File: config.mk
export PLATFORM = sky130hd
export DESIGN_NAME = mipsControlUnit
export DESIGN_NICKNAME = d
export VERILOG_FILES = /design/src/hdl/ctrlPkg.sv /design/src/hdl/branchResolve.sv /design/src/hdl/datapathControl.sv /design/src/hdl/mipsControlUnit.sv /design/src/hdl/opClassify.sv /design/src/hdl/stateSequencer.sv
export SDC_FILE = /design/constraint.sdc
export NUM_CORES = 1
export LEC_CHECK = 0
export BUFFER_PORTS_ARGS = -buffer_cell sky130_fd_sc_hd__buf_2
export CORE_MARGIN = 4
export CORE_UTILIZATION = 40
export DETAILED_ROUTE_END_ITERATION = 8
export PLACE_DENSITY = 0.72
export SLEW_MARGIN = 15
export SYNTH_ARGS = -nofsm -noshare
export SYNTH_HDL_FRONTEND = slang
export SYNTH_HIERARCHICAL = 1
export SYNTH_SLANG_ARGS = --single-unit
File: constraint.sdc
create_clock -name clk -period 4.9 [get_ports clk]
set_input_delay 0.49 -clock clk [delete_from_list [all_inputs] [get_ports clk]]
set_output_delay 0.49 -clock clk [all_outputs]
set_load 0.02 [all_outputs]
File: src/hdl/ctrlPkg.sv
package ctrlPkg;

  // Instruction field widths
  localparam int instrWidth = 32;
  localparam int opWidth = 6;
  localparam int functWidth = 6;
  localparam int regWidth = 5;
  localparam int immWidth = instrWidth - opWidth - 2 * regWidth;

  // Byte lanes for each access width
  localparam logic [3:0] beWord = 4'b1111;
  localparam logic [3:0] beHalf = 4'b0011;
  localparam logic [3:0] beByte = 4'b0001;

  typedef enum logic [opWidth-1:0] {
    OP_RTYPE  = 6'b000000,
    OP_REGIMM = 6'b000001,
    OP_J      = 6'b000010,
    OP_JAL    = 6'b000011,
    OP_BEQ    = 6'b000100,
    OP_BNE    = 6'b000101,
    OP_BLEZ   = 6'b000110,
    OP_BGTZ   = 6'b000111,
    OP_ADDIU  = 6'b001001,
    OP_SLTI   = 6'b001010,
    OP_SLTIU  = 6'b001011,
    OP_ANDI   = 6'b001100,
    OP_ORI    = 6'b001101,
    OP_XORI   = 6'b001110,
    OP_LUI    = 6'b001111,
    OP_LB     = 6'b100000,
    OP_LH     = 6'b100001,
    OP_LW     = 6'b100011,
    OP_LBU    = 6'b100100,
    OP_LHU    = 6'b100101,
    OP_SW     = 6'b101011
  } opcode_t;

  // Functions not listed here fall back to a plain ALU add
  typedef enum logic [functWidth-1:0] {
    FN_JR   = 6'b001000,
    FN_JALR = 6'b001001,
    FN_ADDU = 6'b100001,
    FN_AND  = 6'b100100,
    FN_OR   = 6'b100101,
    FN_XOR  = 6'b100110,
    FN_SLT  = 6'b101010,
    FN_SLTU = 6'b101011
  } funct_t;

  // Branch codes carried in the rt field of REGIMM
  typedef enum logic [regWidth-1:0] {
    RI_BLTZ   = 5'b00000,
    RI_BGEZ   = 5'b00001,
    RI_BLTZAL = 5'b10000,
    RI_BGEZAL = 5'b10001
  } regimm_t;

  typedef enum logic [2:0] {
    ST_HALTED  = 3'd0,
    ST_FETCH   = 3'd1,
    ST_MEMWAIT = 3'd2,
    ST_DECODE  = 3'd3,
    ST_EXEC1   = 3'd4,
    ST_EXEC2   = 3'd5,
    ST_EXEC3   = 3'd6
  } cpuState_t;

  typedef enum logic [4:0] {
    ALU_AND           = 5'b00000,
    ALU_OR            = 5'b00001,
    ALU_ADD           = 5'b00010,
    ALU_XOR           = 5'b00011,
    ALU_SLT           = 5'b00111,
    ALU_SLTU          = 5'b01000,
    ALU_COMPARE_EQ    = 5'b01010,
    ALU_PASS_B        = 5'b01011,
    ALU_BRANCH_TARGET = 5'b01101,
    ALU_PASS_A        = 5'b01110,
    ALU_COMPARE_LEZ   = 5'b10000,
    ALU_JUMP_TARGET   = 5'b10001,
    ALU_SHIFT_UPPER   = 5'b10100
  } aluOp_t;

  typedef struct packed {
    opcode_t opcode;
    logic [regWidth-1:0] rs;
    logic [regWidth-1:0] rt;
    logic [regWidth-1:0] rd;
    logic [regWidth-1:0] shamt;
    funct_t funct;
  } rFields_t;

  typedef struct packed {
    opcode_t opcode;
    logic [regWidth-1:0] rs;
    logic [regWidth-1:0] rt;
    logic [immWidth-1:0] imm16;
  } iFields_t;

  typedef union packed {
    rFields_t rFields;
    iFields_t iFields;
  } instrWord_u;

  typedef enum logic [1:0] {
    SRCB_REG         = 2'b00,
    SRCB_FOUR        = 2'b01,
    SRCB_IMM         = 2'b10,
    SRCB_IMM_SHIFTED = 2'b11
  } aluSrcB_t;

  typedef enum logic [1:0] {
    MEM_WORD = 2'b00,
    MEM_HALF = 2'b01,
    MEM_BYTE = 2'b10
  } memWidth_t;

  typedef enum logic [1:0] {
    EXT_ZERO      = 2'b00,
    EXT_SIGN_BYTE = 2'b10,
    EXT_SIGN_HALF = 2'b11
  } extendMode_t;

  typedef struct packed {
    logic [1:0] execStates;
    logic isLoad;
    logic isStore;
    logic isBranch;
    logic isJump;
    logic isLink;
    memWidth_t width;
    logic loadSigned;
  } instrClass_t;

  typedef struct packed {
    logic irWrite;
    logic pcWrite;
    logic iorD;
    logic aluSrcA;
    logic aluSel;
    logic regWrite;
    logic memToReg;
    logic regDst;
    logic pcSrc;
    logic extSel;
    logic memRead;
    logic memWrite;
    logic link;
    logic isJump;
    aluSrcB_t aluSrcB;
    aluOp_t aluOp;
    logic [3:0] byteEnable;
    extendMode_t extendMode;
  } ctrlWord_t;

endpackage

File: src/hdl/branchResolve.sv
`timescale 1ns/1ps

module branchResolve (
  input  logic                 clk,
  input  logic                 arstN,
  input  ctrlPkg::instrWord_u  instr,
  input  ctrlPkg::instrClass_t cls,
  input  logic                 retire,
  input  logic                 aluZero,
  input  logic                 lessThan,
  output logic                 branchPending
);

  logic taken;

  always_comb begin
    taken = 1'b0;
    if (cls.isJump) begin
      taken = 1'b1;
    end else if (cls.isBranch) begin
      case (instr.iFields.opcode)
        ctrlPkg::OP_BEQ:  taken = aluZero;
        ctrlPkg::OP_BNE:  taken = !aluZero;
        // aluZero holds the less-or-equal-zero compare here
        ctrlPkg::OP_BLEZ: taken = aluZero;
        ctrlPkg::OP_BGTZ: taken = !aluZero;
        ctrlPkg::OP_REGIMM: begin
          case (instr.iFields.rt)
            ctrlPkg::RI_BLTZ, ctrlPkg::RI_BLTZAL: taken = lessThan;
            ctrlPkg::RI_BGEZ, ctrlPkg::RI_BGEZAL: taken = !lessThan;
            default: taken = 1'b0;
          endcase
        end
        default: taken = 1'b0;
      endcase
    end
  end

  // Decision steers pcSrc in the following fetch
  always_ff @(posedge clk or negedge arstN) begin
    if (!arstN) begin
      branchPending <= 1'b0;
    end else if (retire) begin
      branchPending <= taken;
    end
  end

endmodule

File: src/hdl/datapathControl.sv
`timescale 1ns/1ps

module datapathControl (
  input  ctrlPkg::cpuState_t   state,
  input  ctrlPkg::instrWord_u  instr,
  input  ctrlPkg::instrClass_t cls,
  input  logic                 branchPending,
  output ctrlPkg::ctrlWord_t   ctrl
);

  // Per-instruction ALU step
  ctrlPkg::aluOp_t   opAlu;
  ctrlPkg::aluSrcB_t opSrcB;
  logic opSrcA;
  logic opExtSel;
  logic opRegWrite;
  logic opRegDst;
  logic isRtype;
  logic [3:0] memBe;
  ctrlPkg::extendMode_t memExt;

  assign isRtype = (instr.iFields.opcode == ctrlPkg::OP_RTYPE);

  always_comb begin
    opAlu = ctrlPkg::ALU_ADD;
    opSrcB = ctrlPkg::SRCB_IMM;
    opSrcA = 1'b1;
    opExtSel = 1'b0;
    opRegWrite = 1'b0;
    opRegDst = 1'b0;
    case (instr.iFields.opcode)
      ctrlPkg::OP_RTYPE: begin
        opSrcB = ctrlPkg::SRCB_REG;
        opRegWrite = 1'b1;
        opRegDst = 1'b1;
        case (instr.rFields.funct)
          ctrlPkg::FN_JR, ctrlPkg::FN_JALR: begin
            opAlu = ctrlPkg::ALU_PASS_A;
            opRegWrite = 1'b0;
          end
          ctrlPkg::FN_AND:  opAlu = ctrlPkg::ALU_AND;
          ctrlPkg::FN_OR:   opAlu = ctrlPkg::ALU_OR;
          ctrlPkg::FN_XOR:  opAlu = ctrlPkg::ALU_XOR;
          ctrlPkg::FN_SLT:  opAlu = ctrlPkg::ALU_SLT;
          ctrlPkg::FN_SLTU: opAlu = ctrlPkg::ALU_SLTU;
          default:          opAlu = ctrlPkg::ALU_ADD;
        endcase
      end
      ctrlPkg::OP_REGIMM: opAlu = ctrlPkg::ALU_PASS_A;
      ctrlPkg::OP_J, ctrlPkg::OP_JAL: begin
        opAlu = ctrlPkg::ALU_JUMP_TARGET;
        opSrcA = 1'b0;
        opSrcB = ctrlPkg::SRCB_IMM_SHIFTED;
        opExtSel = 1'b1;
      end
      ctrlPkg::OP_BEQ, ctrlPkg::OP_BNE: begin
        opAlu = ctrlPkg::ALU_COMPARE_EQ;
        opSrcB = ctrlPkg::SRCB_REG;
      end
      ctrlPkg::OP_BLEZ, ctrlPkg::OP_BGTZ: opAlu = ctrlPkg::ALU_COMPARE_LEZ;
      ctrlPkg::OP_ADDIU: opRegWrite = 1'b1;
      ctrlPkg::OP_SLTI: begin
        opAlu = ctrlPkg::ALU_SLT;
        opRegWrite = 1'b1;
      end
      ctrlPkg::OP_SLTIU: begin
        opAlu = ctrlPkg::ALU_SLTU;
        opRegWrite = 1'b1;
      end
      // Logical immediates are zero extended
      ctrlPkg::OP_ANDI: begin
        opAlu = ctrlPkg::ALU_AND;
        opExtSel = 1'b1;
        opRegWrite = 1'b1;
      end
      ctrlPkg::OP_ORI: begin
        opAlu = ctrlPkg::ALU_OR;
        opExtSel = 1'b1;
        opRegWrite = 1'b1;
      end
      ctrlPkg::OP_XORI: begin
        opAlu = ctrlPkg::ALU_XOR;
        opExtSel = 1'b1;
        opRegWrite = 1'b1;
      end
      ctrlPkg::OP_LUI: begin
        opAlu = ctrlPkg::ALU_SHIFT_UPPER;
        opRegWrite = 1'b1;
      end
      default: ;
    endcase
  end

  // Byte lanes and extension for the data access
  always_comb begin
    memBe = ctrlPkg::beWord;
    memExt = ctrlPkg::EXT_ZERO;
    case (cls.width)
      ctrlPkg::MEM_HALF: begin
        memBe = ctrlPkg::beHalf;
        if (cls.loadSigned) memExt = ctrlPkg::EXT_SIGN_HALF;
      end
      ctrlPkg::MEM_BYTE: begin
        memBe = ctrlPkg::beByte;
        if (cls.loadSigned) memExt = ctrlPkg::EXT_SIGN_BYTE;
      end
      default: ;
    endcase
  end

  always_comb begin
    ctrl = '0;
    ctrl.byteEnable = ctrlPkg::beWord;
    ctrl.aluSrcB = ctrlPkg::SRCB_REG;
    ctrl.aluOp = ctrlPkg::ALU_AND;
    ctrl.extendMode = ctrlPkg::EXT_ZERO;
    case (state)
      ctrlPkg::ST_FETCH: begin
        ctrl.memRead = 1'b1;
        ctrl.pcWrite = 1'b1;
        ctrl.pcSrc = branchPending;
        ctrl.aluSrcB = ctrlPkg::SRCB_FOUR;
        ctrl.aluOp = ctrlPkg::ALU_ADD;
      end
      ctrlPkg::ST_MEMWAIT: ctrl.memRead = 1'b1;
      // Speculative branch target while the instruction is latched
      ctrlPkg::ST_DECODE: begin
        ctrl.irWrite = 1'b1;
        ctrl.aluSrcB = ctrlPkg::SRCB_IMM_SHIFTED;
        ctrl.aluOp = ctrlPkg::ALU_BRANCH_TARGET;
      end
      ctrlPkg::ST_EXEC1: begin
        if (cls.isLink && !cls.isLoad && !cls.isStore) begin
          // Return address PC plus four into r31 or rd
          ctrl.aluSrcB = ctrlPkg::SRCB_FOUR;
          ctrl.aluOp = ctrlPkg::ALU_ADD;
          ctrl.regWrite = 1'b1;
          ctrl.memToReg = 1'b1;
          ctrl.regDst = isRtype;
          ctrl.link = !isRtype;
        end else begin
          ctrl.aluSrcA = opSrcA;
          ctrl.aluSrcB = opSrcB;
          ctrl.aluOp = opAlu;
          ctrl.extSel = opExtSel;
          ctrl.isJump = cls.isJump;
          ctrl.aluSel = cls.isBranch;
        end
      end
      ctrlPkg::ST_EXEC2: begin
        if (cls.isLoad || cls.isStore) begin
          ctrl.iorD = 1'b1;
          ctrl.aluSel = 1'b1;
          ctrl.memRead = cls.isLoad;
          ctrl.memWrite = cls.isStore;
          ctrl.byteEnable = memBe;
          ctrl.extendMode = memExt;
        end else if (cls.isLink && cls.isJump) begin
          ctrl.aluSrcA = opSrcA;
          ctrl.aluSrcB = opSrcB;
          ctrl.aluOp = opAlu;
          ctrl.extSel = opExtSel;
          ctrl.isJump = 1'b1;
        end else if (cls.isLink) begin
          // Link overwrote the target, so rebuild it for the branch
          ctrl.aluSrcB = ctrlPkg::SRCB_IMM_SHIFTED;
          ctrl.aluOp = ctrlPkg::ALU_BRANCH_TARGET;
        end else begin
          ctrl.aluSel = 1'b1;
          ctrl.memToReg = 1'b1;
          ctrl.regDst = opRegDst;
          ctrl.regWrite = opRegWrite;
        end
      end
      ctrlPkg::ST_EXEC3: begin
        ctrl.regWrite = 1'b1;
        ctrl.byteEnable = memBe;
        ctrl.extendMode = memExt;
      end
      default: ;
    endcase
  end

endmodule

File: src/hdl/mipsControlUnit.sv
`timescale 1ns/1ps

module mipsControlUnit (
  input  logic                clk,
  input  logic                arstN,
  input  logic                start,
  input  logic                pcIsZero,
  input  logic                waitRequest,
  input  logic                aluBusy,
  input  logic                aluZero,
  input  logic                lessThan,
  input  ctrlPkg::instrWord_u instr,
  output ctrlPkg::ctrlWord_t  ctrl,
  output ctrlPkg::cpuState_t  state,
  output logic                active
);

  ctrlPkg::instrClass_t cls;
  logic retire;
  logic branchPending;

  opClassify opClassify_inst (
    .instr (instr),
    .cls   (cls)
  );

  stateSequencer stateSequencer_inst (
    .clk         (clk),
    .arstN       (arstN),
    .start       (start),
    .pcIsZero    (pcIsZero),
    .waitRequest (waitRequest),
    .aluBusy     (aluBusy),
    .cls         (cls),
    .state       (state),
    .retire      (retire)
  );

  branchResolve branchResolve_inst (
    .clk           (clk),
    .arstN         (arstN),
    .instr         (instr),
    .cls           (cls),
    .retire        (retire),
    .aluZero       (aluZero),
    .lessThan      (lessThan),
    .branchPending (branchPending)
  );

  datapathControl datapathControl_inst (
    .state         (state),
    .instr         (instr),
    .cls           (cls),
    .branchPending (branchPending),
    .ctrl          (ctrl)
  );

  assign active = (state != ctrlPkg::ST_HALTED);

endmodule

File: src/hdl/opClassify.sv
`timescale 1ns/1ps

module opClassify (
  input  ctrlPkg::instrWord_u  instr,
  output ctrlPkg::instrClass_t cls
);

  always_comb begin
    // Unknown opcodes run as two-state ALU ops
    cls = '0;
    cls.execStates = 2'd2;
    cls.width = ctrlPkg::MEM_WORD;
    case (instr.iFields.opcode)
      ctrlPkg::OP_RTYPE: begin
        if (instr.rFields.funct == ctrlPkg::FN_JR) begin
          cls.execStates = 2'd1;
          cls.isJump = 1'b1;
        end else if (instr.rFields.funct == ctrlPkg::FN_JALR) begin
          cls.isJump = 1'b1;
          cls.isLink = 1'b1;
        end
      end
      ctrlPkg::OP_REGIMM: begin
        case (instr.iFields.rt)
          ctrlPkg::RI_BLTZ, ctrlPkg::RI_BGEZ: begin
            cls.execStates = 2'd1;
            cls.isBranch = 1'b1;
          end
          ctrlPkg::RI_BLTZAL, ctrlPkg::RI_BGEZAL: begin
            cls.isBranch = 1'b1;
            cls.isLink = 1'b1;
          end
          default: ;
        endcase
      end
      ctrlPkg::OP_J: begin
        cls.execStates = 2'd1;
        cls.isJump = 1'b1;
      end
      ctrlPkg::OP_JAL: begin
        cls.isJump = 1'b1;
        cls.isLink = 1'b1;
      end
      ctrlPkg::OP_BEQ, ctrlPkg::OP_BNE, ctrlPkg::OP_BLEZ, ctrlPkg::OP_BGTZ: begin
        cls.execStates = 2'd1;
        cls.isBranch = 1'b1;
      end
      ctrlPkg::OP_LB, ctrlPkg::OP_LH, ctrlPkg::OP_LW, ctrlPkg::OP_LBU,
      ctrlPkg::OP_LHU: begin
        cls.execStates = 2'd3;
        cls.isLoad = 1'b1;
        cls.loadSigned = (instr.iFields.opcode == ctrlPkg::OP_LB) ||
                         (instr.iFields.opcode == ctrlPkg::OP_LH);
        if (instr.iFields.opcode == ctrlPkg::OP_LB ||
            instr.iFields.opcode == ctrlPkg::OP_LBU) begin
          cls.width = ctrlPkg::MEM_BYTE;
        end else if (instr.iFields.opcode == ctrlPkg::OP_LH ||
                     instr.iFields.opcode == ctrlPkg::OP_LHU) begin
          cls.width = ctrlPkg::MEM_HALF;
        end
      end
      ctrlPkg::OP_SW: cls.isStore = 1'b1;
      default: ;
    endcase
  end

endmodule

File: src/hdl/stateSequencer.sv
`timescale 1ns/1ps

module stateSequencer (
  input  logic                 clk,
  input  logic                 arstN,
  input  logic                 start,
  input  logic                 pcIsZero,
  input  logic                 waitRequest,
  input  logic                 aluBusy,
  input  ctrlPkg::instrClass_t cls,
  output ctrlPkg::cpuState_t   state,
  output logic                 retire
);

  ctrlPkg::cpuState_t nextState;
  logic inExec;

  always_ff @(posedge clk or negedge arstN) begin
    if (!arstN) begin
      state <= ctrlPkg::ST_HALTED;
    end else begin
      state <= nextState;
    end
  end

  always_comb begin
    nextState = state;
    case (state)
      ctrlPkg::ST_HALTED: begin
        if (start) begin
          nextState = ctrlPkg::ST_FETCH;
        end
      end
      // Instruction fetch waits on memory
      ctrlPkg::ST_FETCH, ctrlPkg::ST_MEMWAIT: begin
        if (waitRequest) begin
          nextState = ctrlPkg::ST_MEMWAIT;
        end else begin
          nextState = ctrlPkg::ST_DECODE;
        end
      end
      ctrlPkg::ST_DECODE: nextState = ctrlPkg::ST_EXEC1;
      ctrlPkg::ST_EXEC1: begin
        if (aluBusy) begin
          nextState = ctrlPkg::ST_EXEC1;
        end else if (cls.execStates > 2'd1) begin
          nextState = ctrlPkg::ST_EXEC2;
        end else begin
          nextState = ctrlPkg::ST_FETCH;
        end
      end
      // Data access waits on memory
      ctrlPkg::ST_EXEC2: begin
        if (waitRequest) begin
          nextState = ctrlPkg::ST_EXEC2;
        end else if (cls.execStates == 2'd3) begin
          nextState = ctrlPkg::ST_EXEC3;
        end else begin
          nextState = ctrlPkg::ST_FETCH;
        end
      end
      ctrlPkg::ST_EXEC3: nextState = ctrlPkg::ST_FETCH;
      default: nextState = ctrlPkg::ST_HALTED;
    endcase
    // PC of zero stops the machine from any running state
    if (pcIsZero && state != ctrlPkg::ST_HALTED) begin
      nextState = ctrlPkg::ST_HALTED;
    end
  end

  assign inExec = (state == ctrlPkg::ST_EXEC1) ||
                  (state == ctrlPkg::ST_EXEC2) ||
                  (state == ctrlPkg::ST_EXEC3);

  // Last execute state completing toward the next fetch
  assign retire = inExec && (nextState == ctrlPkg::ST_FETCH);

endmodule

==> impl_metrics.tcl <==
set metrics [dict create \
    fmax_mhz 287.1 \
    worst_setup_path_start_kind "input port" \
    postSynthNetCount 242 \
    max_slew_margin_pct 41.28 \
    syn_area_per_cell_sq_um 6.734 \
    crit_slowest_cell "or4b_4" \
    gp_congestion 0.8980 \
    synth-edff-count 0 \
    grt_pass1_wl_um 6368 \
    timing.final.crit_share_pct 71.08 \
    max-cap-violations 0 \
    cts_max_level 1 \
    slowest_delay_ps 550 \
    cts_buffers 3 \
    synthFlopType "dfrtp_1" \
    synth_area_sq_um 1340 \
    tightest_slew_ps 880.8 \
    synth_warnings 6 \
    finalCriticalPeriod_ps 3483 \
    hpwlAfterDp_um 2955 \
    crit_fanout 8 \
    grt_pass1_vias 1449 \
    final_util_pct 51.16 \
    clk_latency_ps 230 \
    most-common-layout-cells "buf_2, nor2_1, nand2_1, a21oi_1" \
    grt_setup_unrepaired "no" \
    grt_overflow 0 \
    num_vias 1659 \
    avgRoutedWirePerCell_um 13.75 \
    rows 20 \
    fillers 331 \
    n_antenna_cell 0 \
    hold_viol 0 \
    area_growth_pct 19.42 \
    antenna_found_initial 0 \
    ys_types 58 \
    dieArea_sq_um 4340 \
    dr.pass1.iters 4 \
    cp_common_cell "buf_2" \
    hp-class "in -> async" \
    drive_gt1_share_pct 28.10 \
    skew_ps 0.8016 \
    cts-root-buf "clkbuf_4" \
    numPortBuffers 54 \
    syn_inst 199 \
    worstPathArrival_ps 2990 \
    final_antenna_net_count 0 \
    initial_core_util_pct 42.84 \
    drc 0 \
    ctsResizeCount 0 \
    status "finished, final reports clean" \
    clock_path_buffers 2 \
    cts_hold_buf 0 \
    via_per_inst 5.801 \
    yosysSeqAreaShare_pct 7.470 \
    core_sq_um 3128 \
    slew_viol_final 0 \
    dieHeight_um 65.88 \
    track_usage_pct 17.63 \
    crit_type "in -> out" \
    crit_required_ps 4410 \
    fin_nets 287 \
    worst_setup_path_end_kind "output port" \
    powerDensity_nw_per_um2 303.1 \
    path_clk_slew_ps 40 \
    cts_setup_buffers 0 \
    ir_drop_mv 0.1515 \
    io_pins 71 \
    crit_chain "buf_2 > or4b_4 > nor4b_1 > o221a_2 > nor3b_4 > mux2i_1 > o311ai_1 > o21ai_1 > buf_2" \
    drt_iter0_markers 141 \
    clock-sinks 4 \
    synth-async-reset-ratio_pct 100.0 \
    die-width_um 65.88 \
    grt_max_degree 29 \
    hold_slack_ps 56.22 \
    critPathBufInv 2 \
    tns_ps 0 \
    layout_commonest_cell "buf_2" \
    wirelength_um 3932 \
    ys_ff_latch 4 \
    power_leakage_nw 0.7087 \
    cts_tree "done" \
    critPathTopFamily "simple AND/OR/NAND/NOR gates" \
    setup_viol 0 \
]
state kept, by name (all words and copies together), names as in the netlist:
signal	cells
branchResolve_inst/branchPending	1
stateSequencer_inst/state	3
logic make-up (layout without fill, tap and decap cells):
logic type / after synthesis / in the layout / synth area share (%)
other: 1 / 1 / 0.2798
adders and majority gates: 3 / 3 / 2.801
muxes: 5 / 5 / 3.922
DFF: 4 / 4 / 7.470
buffers and inverters: 20 / 63 / 8.216
and+or+nand+nor: 107 / 107 / 46.50
AOI/OAI and AO/OA: 53 / 53 / 26.89
xor gates and xnor gates: 6 / 6 / 3.922
cell type report:
type / instances / area, sq um / share of cell area, %
multi-input cells: 175 / 1130 / 70.60
repair buffers: 54 / 270.3 / 16.89
flip-flops and latches: 4 / 100.1 / 6.255
well taps: 44 / 55.05 / 3.440
clock buffers: 3 / 22.52 / 1.407
inverters: 6 / 22.52 / 1.407
worst paths after layout:
| kind | from | to | slack [ps] | cells after the start |
|---|---|---|---|---|
| setup / recovery | instr[2] | ctrl[9] | 1420 | 9 |
| hold / removal | arstN | stateSequencer_inst/state[1] | 60 | 1 |
| setup reg to reg | stateSequencer_inst/state[0] | branchResolve_inst/branchPending | 2740 | 7 |
| hold reg to reg | branchResolve_inst/branchPending | branchResolve_inst/branchPending | 520 | 2 |
| max in group asynchronous | arstN | branchResolve_inst/branchPending | 4730 | 1 |
| min in group clk | pcIsZero | stateSequencer_inst/state[1] | 480 | 2 |
metal layers:
metal	part of all wire (%)	vias to the layer above	routed length [um]	global-route usage, %
met5	0	-	0	0
met4	0	0	0	3.109
met3	6.6	0	259	0.6803
met2	47	57	1866	30.04
met1	46	769	1805	24.69
li1	-	833	-	-
metrics by stage:
| stage | worst slack, ps | instances | total power, mW | area, sq um |
|---|---|---|---|---|
| 4_1_cts | 1415 | 286 | 0.4832 | 1600 |
| 3_5_place_dp | 1422 | 283 | 0.4433 | 1578 |
| 5_1_grt | 1237 | 286 | 0.5349 | 1600 |
| 6_report | 1417 | 286 | 0.4851 | 1600 |
| 3_3_place_gp | 1423 | 283 | 0.4388 | 1578 |
| 2_1_floorplan | 1628 | 199 | 0.3630 | 1340 |
report_power, final:
part	total, mW	internal, mW	switching [mW]	leakage (nW)
Sequential	0.108	0.0427	0.0657	0.0529
Combinational	0.338	0.142	0.195	0.642
Clock	0.0392	0.0273	0.0119	0.0138
Total	0.485	0.212	0.273	0.709
cell usage after synthesis, types with 3 or more instances:
| master | n | area [sq um] |
|---|---|---|
| nor3_1 | 6 | 30.03 |
| nand2_1 | 19 | 71.32 |
| a31oi_1 | 5 | 31.28 |
| and3_1 | 7 | 43.79 |
| inv_1 | 6 | 22.52 |
| and2_1 | 4 | 25.02 |
| ha_1 | 3 | 37.54 |
| mux2i_1 | 3 | 30.03 |
| nand2b_1 | 5 | 31.28 |
| o21ai_1 | 6 | 30.03 |
| nor4b_1 | 4 | 35.03 |
| dfrtp_1 | 4 | 100.1 |
| clkbuf_1 | 5 | 18.77 |
| buf_2 | 4 | 20.02 |
| nor2b_1 | 8 | 50.05 |
| xor2_1 | 5 | 43.79 |
| a21oi_1 | 10 | 50.05 |
| buf_6 | 3 | 33.78 |
| nor2_1 | 23 | 86.33 |
| nor4_1 | 8 | 50.05 |
| o21ai_0 | 7 | 35.03 |
| a211oi_1 | 3 | 22.52 |
| nand3b_1 | 3 | 22.52 |
| nor3b_1 | 3 | 22.52 |
No activity file was read; power rests on OpenSTA's default activity.
